===== config.mk =====
export PLATFORM = sky130hd
export DESIGN_NAME = fifo_top
export DESIGN_NICKNAME = d
export VERILOG_FILES = /design/src/fifo_pkg.sv /design/src/fifo_push_if.sv /design/src/fifo_pop_ctrl.sv /design/src/fifo_push_ctrl.sv /design/src/fifo_ram.sv /design/src/fifo_top.sv
export SDC_FILE = /design/constraint.sdc
export NUM_CORES = 1
export LEC_CHECK = 0
export BUFFER_PORTS_ARGS = -buffer_cell sky130_fd_sc_hd__buf_2
export CORE_ASPECT_RATIO = 1.1
export CORE_MARGIN = 2
export CORE_UTILIZATION = 29
export CTS_CLUSTER_SIZE = 20
export DETAILED_ROUTE_END_ITERATION = 10
export GPL_ROUTABILITY_DRIVEN = 0
export PLACE_DENSITY = 0.42
export SLEW_MARGIN = 20
export SYNTH_ARGS = -nofsm -noshare
export SYNTH_HDL_FRONTEND = slang
export SYNTH_SLANG_ARGS = --single-unit

===== constraint.sdc =====
create_clock -name clk -period 5.42 [get_ports clk]
set_input_delay 1.355 -clock clk [delete_from_list [all_inputs] [get_ports clk]]
set_output_delay 1.355 -clock clk [all_outputs]
set_load 0.01 [all_outputs]

===== src/fifo_pkg.sv =====
// ----------------------------------------------------------
// Shared sizes and types for the synchronous FIFO
// ----------------------------------------------------------

package fifo_pkg;

  // Default number of storage entries in the RAM
  parameter int DEFAULT_DEPTH = 16;

  // Default payload width in bits
  parameter int DEFAULT_WIDTH = 8;

  // Where the beat currently offered on the pop side comes from
  // NONE means pop_valid is low this cycle
  // BYPASS means the push beat is forwarded without storage
  // RAM means the oldest stored entry is presented
  typedef enum logic [1:0] {
    POP_SRC_NONE   = 2'd0,
    POP_SRC_BYPASS = 2'd1,
    POP_SRC_RAM    = 2'd2
  } pop_src_e;

  // Encoding 2'd3 is never produced by the pop control

endpackage : fifo_pkg


===== src/fifo_push_if.sv =====
`timescale 1ns/1ns

// Link between push control and pop control
// Carries the accepted beat, the bypass offer and the full flag
interface fifo_push_if #(
  parameter int WIDTH = 8
);

  // High when a push beat transfers this cycle
  logic             push_beat;

  // Bypass offer, follows push_valid so it may drop before a transfer
  logic             bypass_valid;
  logic [WIDTH-1:0] bypass_data;

  // Pop side takes the bypass beat this cycle
  logic             bypass_ready;

  // Occupancy has reached the window capacity
  logic             full;

  // Input side drives the beat and the offer
  modport push (
    output push_beat, bypass_valid, bypass_data,
    input  bypass_ready, full
  );

  // Output side answers the offer and reports full
  modport pop (
    input  push_beat, bypass_valid, bypass_data,
    output bypass_ready, full
  );

endinterface : fifo_push_if


===== src/fifo_pop_ctrl.sv =====
`timescale 1ns/1ns

module fifo_pop_ctrl import fifo_pkg::*; #(
  parameter int DEPTH         = 16,
  parameter int WIDTH         = 8,
  parameter bit ENABLE_BYPASS = 1'b1,
  localparam int AW           = $clog2(DEPTH),
  localparam int CW           = $clog2(DEPTH + 1)
) (
  input  logic             clk,
  input  logic             rst_n,

  // Address window, addr_bound is inclusive
  input  logic [AW-1:0]    addr_base,
  input  logic [AW-1:0]    addr_bound,

  // Pop handshake
  input  logic             pop_ready,
  output logic             pop_valid,
  output logic [WIDTH-1:0] pop_data,

  // RAM read port
  output logic [AW-1:0]    ram_rd_addr,
  input  logic [WIDTH-1:0] ram_rd_data,

  fifo_push_if.pop         pif
);

  // Number of entries held in the RAM
  logic [CW-1:0] occupancy;

  // Entries available in the configured window
  logic [CW-1:0] capacity;

  // Current pop source
  pop_src_e      pop_src;

  // Events that move occupancy
  logic          stored_push;
  logic          ram_pop;
  logic          empty;

  // ----------------------------------------------------------
  // Capacity and full
  // ----------------------------------------------------------

  // Window size, bound >= base is assumed
  assign capacity = CW'(addr_bound) - CW'(addr_base) + CW'(1);

  assign empty    = (occupancy == '0);
  assign pif.full = (occupancy == capacity);

  // ----------------------------------------------------------
  // Pop source selection
  // ----------------------------------------------------------

  // Stored data always drains first to keep order
  // Bypass only when nothing is stored
  always_comb begin
    if (!empty) begin
      pop_src = POP_SRC_RAM;
    end else if (ENABLE_BYPASS && pif.bypass_valid) begin
      pop_src = POP_SRC_BYPASS;
    end else begin
      pop_src = POP_SRC_NONE;
    end
  end

  assign pop_valid = (pop_src != POP_SRC_NONE);

  // Take the offered beat only if the consumer takes it too
  assign pif.bypass_ready = (pop_src == POP_SRC_BYPASS) && pop_ready;

  // Data mux
  always_comb begin
    unique case (pop_src)
      POP_SRC_BYPASS: pop_data = pif.bypass_data;
      POP_SRC_RAM:    pop_data = ram_rd_data;
      default:        pop_data = '0;
    endcase
  end

  // ----------------------------------------------------------
  // Occupancy tracking
  // ----------------------------------------------------------

  // A push that did not go through the bypass lands in the RAM
  assign stored_push = pif.push_beat && !pif.bypass_ready;

  // A pop beat served from storage
  assign ram_pop     = pop_ready && (pop_src == POP_SRC_RAM);

  // Both at once leave the count unchanged
  always_ff @(posedge clk) begin
    if (!rst_n) begin
      occupancy <= '0;
    end else if (stored_push && !ram_pop) begin
      occupancy <= occupancy + CW'(1);
    end else if (ram_pop && !stored_push) begin
      occupancy <= occupancy - CW'(1);
    end
  end

  // ----------------------------------------------------------
  // Read address counter
  // ----------------------------------------------------------

  // Follows the write address through the same window
  always_ff @(posedge clk) begin
    if (!rst_n) begin
      ram_rd_addr <= addr_base;
    end else if (ram_pop) begin
      if (ram_rd_addr == addr_bound) begin
        ram_rd_addr <= addr_base;
      end else begin
        ram_rd_addr <= ram_rd_addr + AW'(1);
      end
    end
  end

endmodule : fifo_pop_ctrl


===== src/fifo_push_ctrl.sv =====
`timescale 1ns/1ns

module fifo_push_ctrl #(
  parameter int DEPTH         = 16,
  parameter int WIDTH         = 8,
  parameter bit ENABLE_BYPASS = 1'b1,
  localparam int AW           = $clog2(DEPTH)
) (
  input  logic             clk,
  input  logic             rst_n,

  // Push handshake
  input  logic             push_valid,
  input  logic [WIDTH-1:0] push_data,
  output logic             push_ready,

  // Address window, addr_bound is inclusive
  input  logic [AW-1:0]    addr_base,
  input  logic [AW-1:0]    addr_bound,

  // RAM write port
  output logic             ram_wr_valid,
  output logic [AW-1:0]    ram_wr_addr,
  output logic [WIDTH-1:0] ram_wr_data,

  fifo_push_if.push        pif
);

  // ----------------------------------------------------------
  // Flow control
  // ----------------------------------------------------------

  // Accept whenever there is room in the window
  assign push_ready    = !pif.full;
  assign pif.push_beat = push_valid && push_ready;

  // Offer every beat to the pop side, nothing offered without bypass
  assign pif.bypass_valid = ENABLE_BYPASS && push_valid;
  assign pif.bypass_data  = push_data;

  // Store only what the pop side did not take directly
  assign ram_wr_valid = pif.push_beat && !(ENABLE_BYPASS && pif.bypass_ready);
  assign ram_wr_data  = push_data;

  // ----------------------------------------------------------
  // Write address counter
  // ----------------------------------------------------------

  // Walks addr_base .. addr_bound, then back to addr_base
  always_ff @(posedge clk) begin
    if (!rst_n) begin
      ram_wr_addr <= addr_base;
    end else if (ram_wr_valid) begin
      if (ram_wr_addr == addr_bound) begin
        ram_wr_addr <= addr_base;
      end else begin
        ram_wr_addr <= ram_wr_addr + AW'(1);
      end
    end
  end

endmodule : fifo_push_ctrl


===== src/fifo_ram.sv =====
`timescale 1ns/1ns

// Register array, one write port and one combinational read port
module fifo_ram #(
  parameter int DEPTH = 16,
  parameter int WIDTH = 8,
  localparam int AW   = $clog2(DEPTH)
) (
  input  logic             clk,

  // Write port, takes effect on the next rising edge
  input  logic             wr_valid,
  input  logic [AW-1:0]    wr_addr,
  input  logic [WIDTH-1:0] wr_data,

  // Read port, no latency
  input  logic [AW-1:0]    rd_addr,
  output logic [WIDTH-1:0] rd_data
);

  // ----------------------------------------------------------
  // Storage
  // ----------------------------------------------------------

  // Contents are only meaningful once written
  logic [WIDTH-1:0] mem [DEPTH];

  always_ff @(posedge clk) begin
    if (wr_valid) begin
      mem[wr_addr] <= wr_data;
    end
  end

  // Same-cycle read of the addressed entry
  // a write to the same entry shows up one cycle later
  assign rd_data = mem[rd_addr];

endmodule : fifo_ram


===== src/fifo_top.sv =====
`timescale 1ns/1ns

module fifo_top import fifo_pkg::*; #(
  parameter int DEPTH         = DEFAULT_DEPTH,
  parameter int WIDTH         = DEFAULT_WIDTH,
  parameter bit ENABLE_BYPASS = 1'b1,
  localparam int AW           = $clog2(DEPTH)
) (
  input  logic             clk,
  input  logic             rst_n,

  // Static address window, change only while in reset
  input  logic [AW-1:0]    addr_base,
  input  logic [AW-1:0]    addr_bound,

  // Push side
  input  logic             push_valid,
  input  logic [WIDTH-1:0] push_data,
  output logic             push_ready,

  // Pop side
  output logic             pop_valid,
  output logic [WIDTH-1:0] pop_data,
  input  logic             pop_ready
);

  // RAM write port
  logic             ram_wr_valid;
  logic [AW-1:0]    ram_wr_addr;
  logic [WIDTH-1:0] ram_wr_data;

  // RAM read port
  logic [AW-1:0]    ram_rd_addr;
  logic [WIDTH-1:0] ram_rd_data;

  // Push to pop control link
  fifo_push_if #(.WIDTH(WIDTH)) push_if ();

  fifo_push_ctrl #(
    .DEPTH         (DEPTH),
    .WIDTH         (WIDTH),
    .ENABLE_BYPASS (ENABLE_BYPASS)
  ) u_push_ctrl (
    .clk          (clk),
    .rst_n        (rst_n),
    .push_valid   (push_valid),
    .push_data    (push_data),
    .push_ready   (push_ready),
    .addr_base    (addr_base),
    .addr_bound   (addr_bound),
    .ram_wr_valid (ram_wr_valid),
    .ram_wr_addr  (ram_wr_addr),
    .ram_wr_data  (ram_wr_data),
    .pif          (push_if.push)
  );

  fifo_ram #(
    .DEPTH (DEPTH),
    .WIDTH (WIDTH)
  ) u_ram (
    .clk      (clk),
    .wr_valid (ram_wr_valid),
    .wr_addr  (ram_wr_addr),
    .wr_data  (ram_wr_data),
    .rd_addr  (ram_rd_addr),
    .rd_data  (ram_rd_data)
  );

  fifo_pop_ctrl #(
    .DEPTH         (DEPTH),
    .WIDTH         (WIDTH),
    .ENABLE_BYPASS (ENABLE_BYPASS)
  ) u_pop_ctrl (
    .clk         (clk),
    .rst_n       (rst_n),
    .addr_base   (addr_base),
    .addr_bound  (addr_bound),
    .pop_ready   (pop_ready),
    .pop_valid   (pop_valid),
    .pop_data    (pop_data),
    .ram_rd_addr (ram_rd_addr),
    .ram_rd_data (ram_rd_data),
    .pif         (push_if.pop)
  );

endmodule : fifo_top


* Word-level counts from Yosys, hierarchy flattened
Memory sizes are Yosys's and may differ from the RTL's. A register that Yosys moved wholly into a read port is not among the register bits.
Index checks and enable logic that the tools add are counted.
** Word-level totals
- Flip-flop bits (word level) :: 13
- Bits in latches :: 0
- RAM bits :: 128
- Memory bits (read-only) :: 0
- Bits of input ports :: 20
- Memories kept :: 1
** Memories
- u_ram.mem :: depth 16, width 8, read ports 1, clocked after memory_dff 1, write ports 1, RTL line fifo_ram.sv:26 : logic [WIDTH-1:0] mem [DEPTH];
** Operators by class
- Add/subtract/negate cells :: 6
- Multiply operators :: 0
- Divide/modulo/power cells :: 0
- Order comparisons :: 0
- Eq/ne operators :: 7
- Shifts and indexed selects :: 0
- Muxes and demuxes :: 14
- Bitwise operators :: 0
- Reduce and logical (&&, ||, !) cells :: 13
** Operators by type and width (number)
- $mux 4 :: 7
- $pmux 8 s2 :: 1
- $add 5x1->5 const B :: 2
- $mux 5 :: 2
- $add 4x1->4 const B :: 2
- $eq 4x4->1 :: 2
- $logic_and 1x1->1 :: 6
- $eq 5x5->1 :: 1
- $logic_not 5->1 :: 1
- $sub 4x4->5 :: 1
- $sub 5x1->5 const B :: 1
- $logic_not 1->1 :: 4
- $ne 2x1->1 const B :: 2
- $reduce_bool 2->1 :: 2
- $mux 1 :: 3
- $eq 2x1->1 const B :: 1
- $eq 2x2->1 const B :: 1
- $mux 2 :: 1

* Depth between registers and ports, before layout
- Depth in word-level cells :: 10
- Depth in mapped cells :: 19

* Modules after synthesis
Synthesis repeated with hierarchy kept, for this count alone.
** Unflattened totals
- Cell total of the unflattened synthesis :: 374
- Area, all modules :: 6377.4 um2
** Modules (own cells, without submodules)
- fifo_ram :: times used 1, cells each 221, area an instance 4987.3 um2
- fifo_pop_ctrl :: times used 1, cells each 114, area an instance 974.7 um2
- fifo_push_ctrl :: times used 1, cells each 39, area an instance 415.4 um2

* Worst setup path before layout
Ideal clock, no wire load.
- Path type :: input port to flip-flop
- Start :: input port addr_bound[1]
- End :: register u_pop_ctrl.occupancy[4]
- Setup time :: 0.072 ns
- Data arrival time :: 4.624 ns
- Required time :: 5.348 ns
- Path slack :: 0.725 ns
- Cell stages on the path :: 18
- Buffers on the path :: 2
- Path through :: inv_1 -> ha_1 -> inv_1 -> ha_1 -> fa_1 -> xor2_1 -> and2_1 -> o221ai_1 -> and3_1 -> buf_6 -> buf_8 -> ha_1 -> inv_1 -> ha_1 -> a21o_1 -> a21oi_1 -> mux2i_1 -> mux2i_1
** On the way
- Longest elaborated chain between the ends :: 9
- Elaborated cells on any way between the ends :: 11
** Ends and longest elaborated chain
- from (decl) :: RTL line fifo_top.sv:14 : input logic [AW-1:0] addr_bound,
- $sub 4x4->5 (*) :: RTL line fifo_pop_ctrl.sv:48 : assign capacity = CW'(addr_bound) - CW'(addr_base) + CW'(1);
- $add 5x1->5 (*) :: RTL line fifo_pop_ctrl.sv:48
- $eq 5x5->1 (*) :: RTL line fifo_pop_ctrl.sv:51 : assign pif.full = (occupancy == capacity);
- $logic_not 1->1 (*) :: RTL line fifo_push_ctrl.sv:34 : assign push_ready = !pif.full;
- named net push_ready :: RTL line fifo_top.sv:19 : output logic push_ready,
- $logic_and 1x1->1 (*) :: RTL line fifo_push_ctrl.sv:35 : assign pif.push_beat = push_valid && push_ready;
- $logic_and 1x1->1 (*) :: RTL line fifo_pop_ctrl.sv:88 : assign stored_push = pif.push_beat && !pif.bypass_ready;
- $logic_not 1->1 :: RTL line fifo_pop_ctrl.sv:99 : end else if (ram_pop && !stored_push) begin
- $logic_and 1x1->1 :: RTL line fifo_pop_ctrl.sv:99
- $reduce_bool 2->1 (no line)
- to (signal assigned) :: RTL line fifo_pop_ctrl.sv:98 : occupancy <= occupancy + CW'(1);
- to (signal assigned) :: RTL line fifo_pop_ctrl.sv:100 : occupancy <= occupancy - CW'(1);
- to (decl) :: RTL line fifo_pop_ctrl.sv:30 : logic [CW-1:0] occupancy;
The timed path passes the listed nets; every way through them passes the cells marked *.
A chain may end at the register's enable or synchronous reset.

* Worst setup path after layout
- Start :: input port addr_bound[1]
- End :: output port push_ready
** On the way
- Longest elaborated chain between the ends :: 4
** Ends and longest elaborated chain (RTL line)
- $sub 4x4->5 :: fifo_pop_ctrl.sv:48
- $add 5x1->5 :: fifo_pop_ctrl.sv:48
- $eq 5x5->1 :: fifo_pop_ctrl.sv:51
- $logic_not 1->1 :: fifo_push_ctrl.sv:34
- to (decl) :: fifo_top.sv:19
Every way passes these cells.

==> reports/qor_table.md <==
| Stage | Item | This run |
|---|---|---|
| min path | Cell count of the worst hold path | 2 |
| finish | Highest-count cells in the layout ignoring fill and taps | edfxtp_1, mux4_2, buf_2 |
| logic synthesis | Number of cells produced by synthesis | 372 |
| setup path | Data arrival time of the worst path | 3180 ps |
| route | Iteration count of the initial detailed-routing pass | 4 |
| global routing | Wire length of the first global-routing pass | 20530 um |
| route | Total wirelength of the detailed-routed design | 13580 um |
| clocking | Number of hold-repair buffers added at the cts stage | 0 |
| clocking | Clock edge transition at the registers on the reported setup and hold paths | 60 ps |
| placement | Total half-perimeter wirelength after legalization and detailed placement | 8846 um |
| setup path | FF-to-FF setup slack | 2430 ps |
| clocking | Setup bufs post-CTS | 0 |
| setup path | Number of stages on the worst setup path | 10 |
| clocking | H-tree depth | 4 |
| logic synthesis | Sequential-to-total area share from yosys stat | 0.6656 |
| timing | Fin. max-slew vios | 0 |
| setup path | Startpoint of the worst register-to-register path | u_pop_ctrl.occupancy[0]$_SDFFE_PN0P_ |
| finish | Area delta synth->final | 16.33% |
| route | Initial DRC Count | 185 |
| timing | Period Utilization, post-route | 0.8366 |
| setup path | Worst path slowest cell | fa_1 |
| clocking | CTS tree | done |
| global routing | Met3 Use GR | 0.03800 |
| route | Total DRC errors in the routed layout | 0 |
| route | Count of antenna-violating nets left after detailed routing | 0 |
| route | Average detailed-routed wire length per instance | 18.99 um |
| logic synthesis | Main combinational cell family by area after synthesis | multiplexers |
| finish | Fill cell count | 2126 |
| placement | Cell area after placement | 6863 um2 |
| floorplan | Starting utilization of the core area | 0.2926 |
| finish | Final-stage net count | 446 |
| finish | Most frequent standard cell in the layout excluding fill and tap cells | edfxtp_1 |
| finish | Post-route cell area | 7452 um2 |
| floorplan | Die outline area | 23300 um2 |
| pwr | Maximum VDD drop | 0.2082 mV |
| global routing | Number of antenna violations at the first check in global routing | 0 |
| timing | Final critical delay including setup and external delays | 4534 ps |
| setup path | Series of cell instances along the critical path | buf_2 -> inv_1 -> ha_1 -> inv_1 -> ha_1 -> fa_1 -> xor2_1 -> and2_1 -> o221ai_1 -> buf_2 |
| logic synthesis | Share of cell area taken by muxes after synthesis | 0.1457 |
| timing | Relative slew margins | 0.2822 |
| setup path | End of the worst register-to-register path | u_pop_ctrl.occupancy[4]$_SDFFE_PN0P_ |
| logic synthesis | Net Count, Synth | 411 |
| timing | Hold violation total from the final report | 0 |
| pwr | Power density of the placed cells | 499.0 nW/um2 |
| global routing | Maximum number of pins on one net before global-route repair | 33 |
| setup path | CP Capture Type | primary output |
| finish | Share of post-route cells with drive strength above 1 | 0.2500 |
| min path | Worst-case hold path end point | u_pop_ctrl.occupancy[4]$_SDFFE_PN0P_ |
| status | Result of the run | complete, no violations |
| clocking | Maximum clock path buffer count | 2 |
| logic synthesis | Mean cell area of the mapped netlist | 17.22 um2 |
| logic synthesis | Number of warnings printed during yosys synthesis | 0 |
| floorplan | Die Span Y | 159.9 um |
| run | Max-cap violations | 0 |
| logic synthesis | Synthesized-area fraction occupied by xor and xnor cells | 0.02734 |
| clocking | Clock latency of the later-clocked register in the worst-skew pair | 420 ps |
| global routing | Via count of the first global-routing pass | 3437 |
| timing | Measured slew at the worst slew-check pin | 1075 ps |
| placement | Port bufs | 29 |
| timing | Final total negative setup slack | 0 ps |
| logic synthesis | Seq cells post-synth | 145 |
| setup path | Cell family with most CP delay | adder cells |
| route | Vias after detailed routing | 3298 |
| clocking | Number of CTS-inserted buffers | 17 |
| clocking | Post-CTS resize count | 0 |
| route | Post-DR vias/cell | 4.613 |
| global routing | Global routing's busiest layer | met2 |
| floorplan | Horiz. Die Dim | 145.7 um |
| setup path | Critical path required time | 4070 ps |
| timing | Final Skew | 7.114 ps |
| logic synthesis | Simple-Gate Fraction of Synth Area | 0.05586 |
| setup path | Type of the worst setup path | primary input to primary output |
| setup path | Cell count of the worst reg-to-reg path | 11 |
| timing | RSZ-0062 raised after global routing | no |
| setup path | Peak per-stage delay on the critical path | 440 ps |
| floorplan | Placement row count | 57 |
| global routing | Sum of overflow across all layers after global routing | 0 |
| setup path | Type of element launching the critical path | primary input |
| finish | Number of diodes added for antenna fixing | 0 |
| timing | Timing-limited maximum frequency | 220.5 MHz |
| setup path | Worst-path maximum fanout | 3 |
| min path | Kind of path behind the tightest hold check | flip-flop to flip-flop |
| global routing | Routing usage on met1 | 0.1489 |
| logic synthesis | Synth Area in Adders | 0.03945 |
| setup path | Count of buffer and inverter cells on the critical path | 4 |
| timing | Setup violation total in the final timing report | 0 |
| min path | Critical hold path startpoint | u_pop_ctrl.occupancy[4]$_SDFFE_PN0P_ |
| floorplan | Placeable core area | 21890 um2 |
| clocking | Number of clock sinks seen by CTS | 145 |
| clocking | Root Driver | clkbuf_16 |
| global routing | Fraction of met2 tracks used by global routing | 0.2048 |
| floorplan | Total I/O pin count | 30 |
| logic synthesis | Complex-gate fraction of the synthesized area | 0.04453 |
| pwr | LEAKAGE | 0.002635 uW |
| global routing | Global routing usage summed across all routing layers | 0.1226 |
| logic synthesis | Post-synthesis instance area | 6406 um2 |
| logic synthesis | Count of different cell masters after synthesis | 39 |
==> where the power goes <==
| part | leakage [uW] | switching (uW) | internal [uW] |
|---|---|---|---|
| logic | 0.00104 | 558 | 530 |
| registers | 0.00131 | 129 | 1340 |
| clock network | 0.000287 | 434 | 732 |
==> worst max-delay path by stage <==
stage	startpoint	to	slack, ps
2_1_floorplan	addr_bound[1]	u_pop_ctrl.occupancy[4]$_SDFFE_PN0P_	720
3_3_place_gp	addr_bound[1]	u_pop_ctrl.occupancy[4]$_SDFFE_PN0P_	800
3_5_place_dp	addr_bound[1]	u_pop_ctrl.occupancy[4]$_SDFFE_PN0P_	700
4_1_cts	addr_bound[1]	push_ready	860
5_1_grt	addr_bound[1]	push_ready	730
6_report	addr_bound[1]	push_ready	890
==> tightest hold or removal path, stage by stage, from the launching register on <==
cell     delay (ps)
dfxtp_1         340
nand2_1          70
mux2i_1          60
==> synth_stat cells (all sizes together) <==
cell    instances  area share
edfxtp        136        0.64
mux4           32        0.11
mux2i          19       0.030
and3           18       0.018
ha             17       0.033
xor2           16       0.022
inv            13      0.0076
nand2          13      0.0076
a21oi          10      0.0078
nor2           10      0.0059
clkbuf          9      0.0053
dfxtp           9       0.028
a31o            8       0.011
buf             8      0.0086
o21ai           8      0.0062
o22ai           8      0.0078
and2            6      0.0059
nand2b          4      0.0039
nand3           4      0.0031
xnor2           4      0.0055
fa              2      0.0063
mux2            2      0.0035
nor2b           2      0.0020
nor3            2      0.0033
o21a            2      0.0023
o41ai           2      0.0051
or3             2      0.0035
a21boi          1      0.0018
a21o            1      0.0012
nand4           1     0.00098
o221ai          1      0.0014
or2             1     0.00098
or2b            1      0.0012
==> per-stage QoR <==
step                      instances    util  power (uW)  setup WS [ps]  hold WS (ps)
after global routing            715  0.3404        3931          725.7         554.6
after CTS                       715  0.3404        3777          862.4         516.1
after global placement          683  0.3134        2597          797.6         506.5
after floorplan                 372       -        2268          724.8         469.5
final                           715  0.3404        3719          885.7         510.4
after detailed placement        683  0.3134        2603          695.5         506.3
==> cells by family after synthesis <==
| family | Yosys count |
|---|---|
| DFF | 145 |
| muxes | 53 |
| xor gates and xnor gates | 20 |
| AOI/OAI and AO/OA | 41 |
| and+or+nand+nor | 64 |
| adders and majority gates | 19 |
| buffers and inverters | 30 |
==> registers in the layout (all words and copies together), names as in the netlist, named ones only <==
signal / flops
u_ram.mem: 128
u_push_ctrl.ram_wr_addr: 4
u_pop_ctrl.occupancy: 5
u_pop_ctrl.ram_rd_addr: 4
==> routing by layer <==
layer / up-vias / routed length, um
met5: - / 0
met4: 0 / 230
met2: 63 / 6764
met3: 17 / 590
li1: 1545 / -
met1: 1673 / 5992
==> area by class of cell <==
cell class,instances,area (um2),share of cell area
repair buffers,33,175.2,0.02351
flip-flops and latches,145,4265,0.5724
clock inverters,11,138.9,0.01864
clock buffers,21,450.4,0.06044
inverters,13,48.80,0.006548
well taps,295,369.1,0.04953
multi-input cells,197,2004,0.2690
Note: power is estimated with default switching activity, not from simulation.
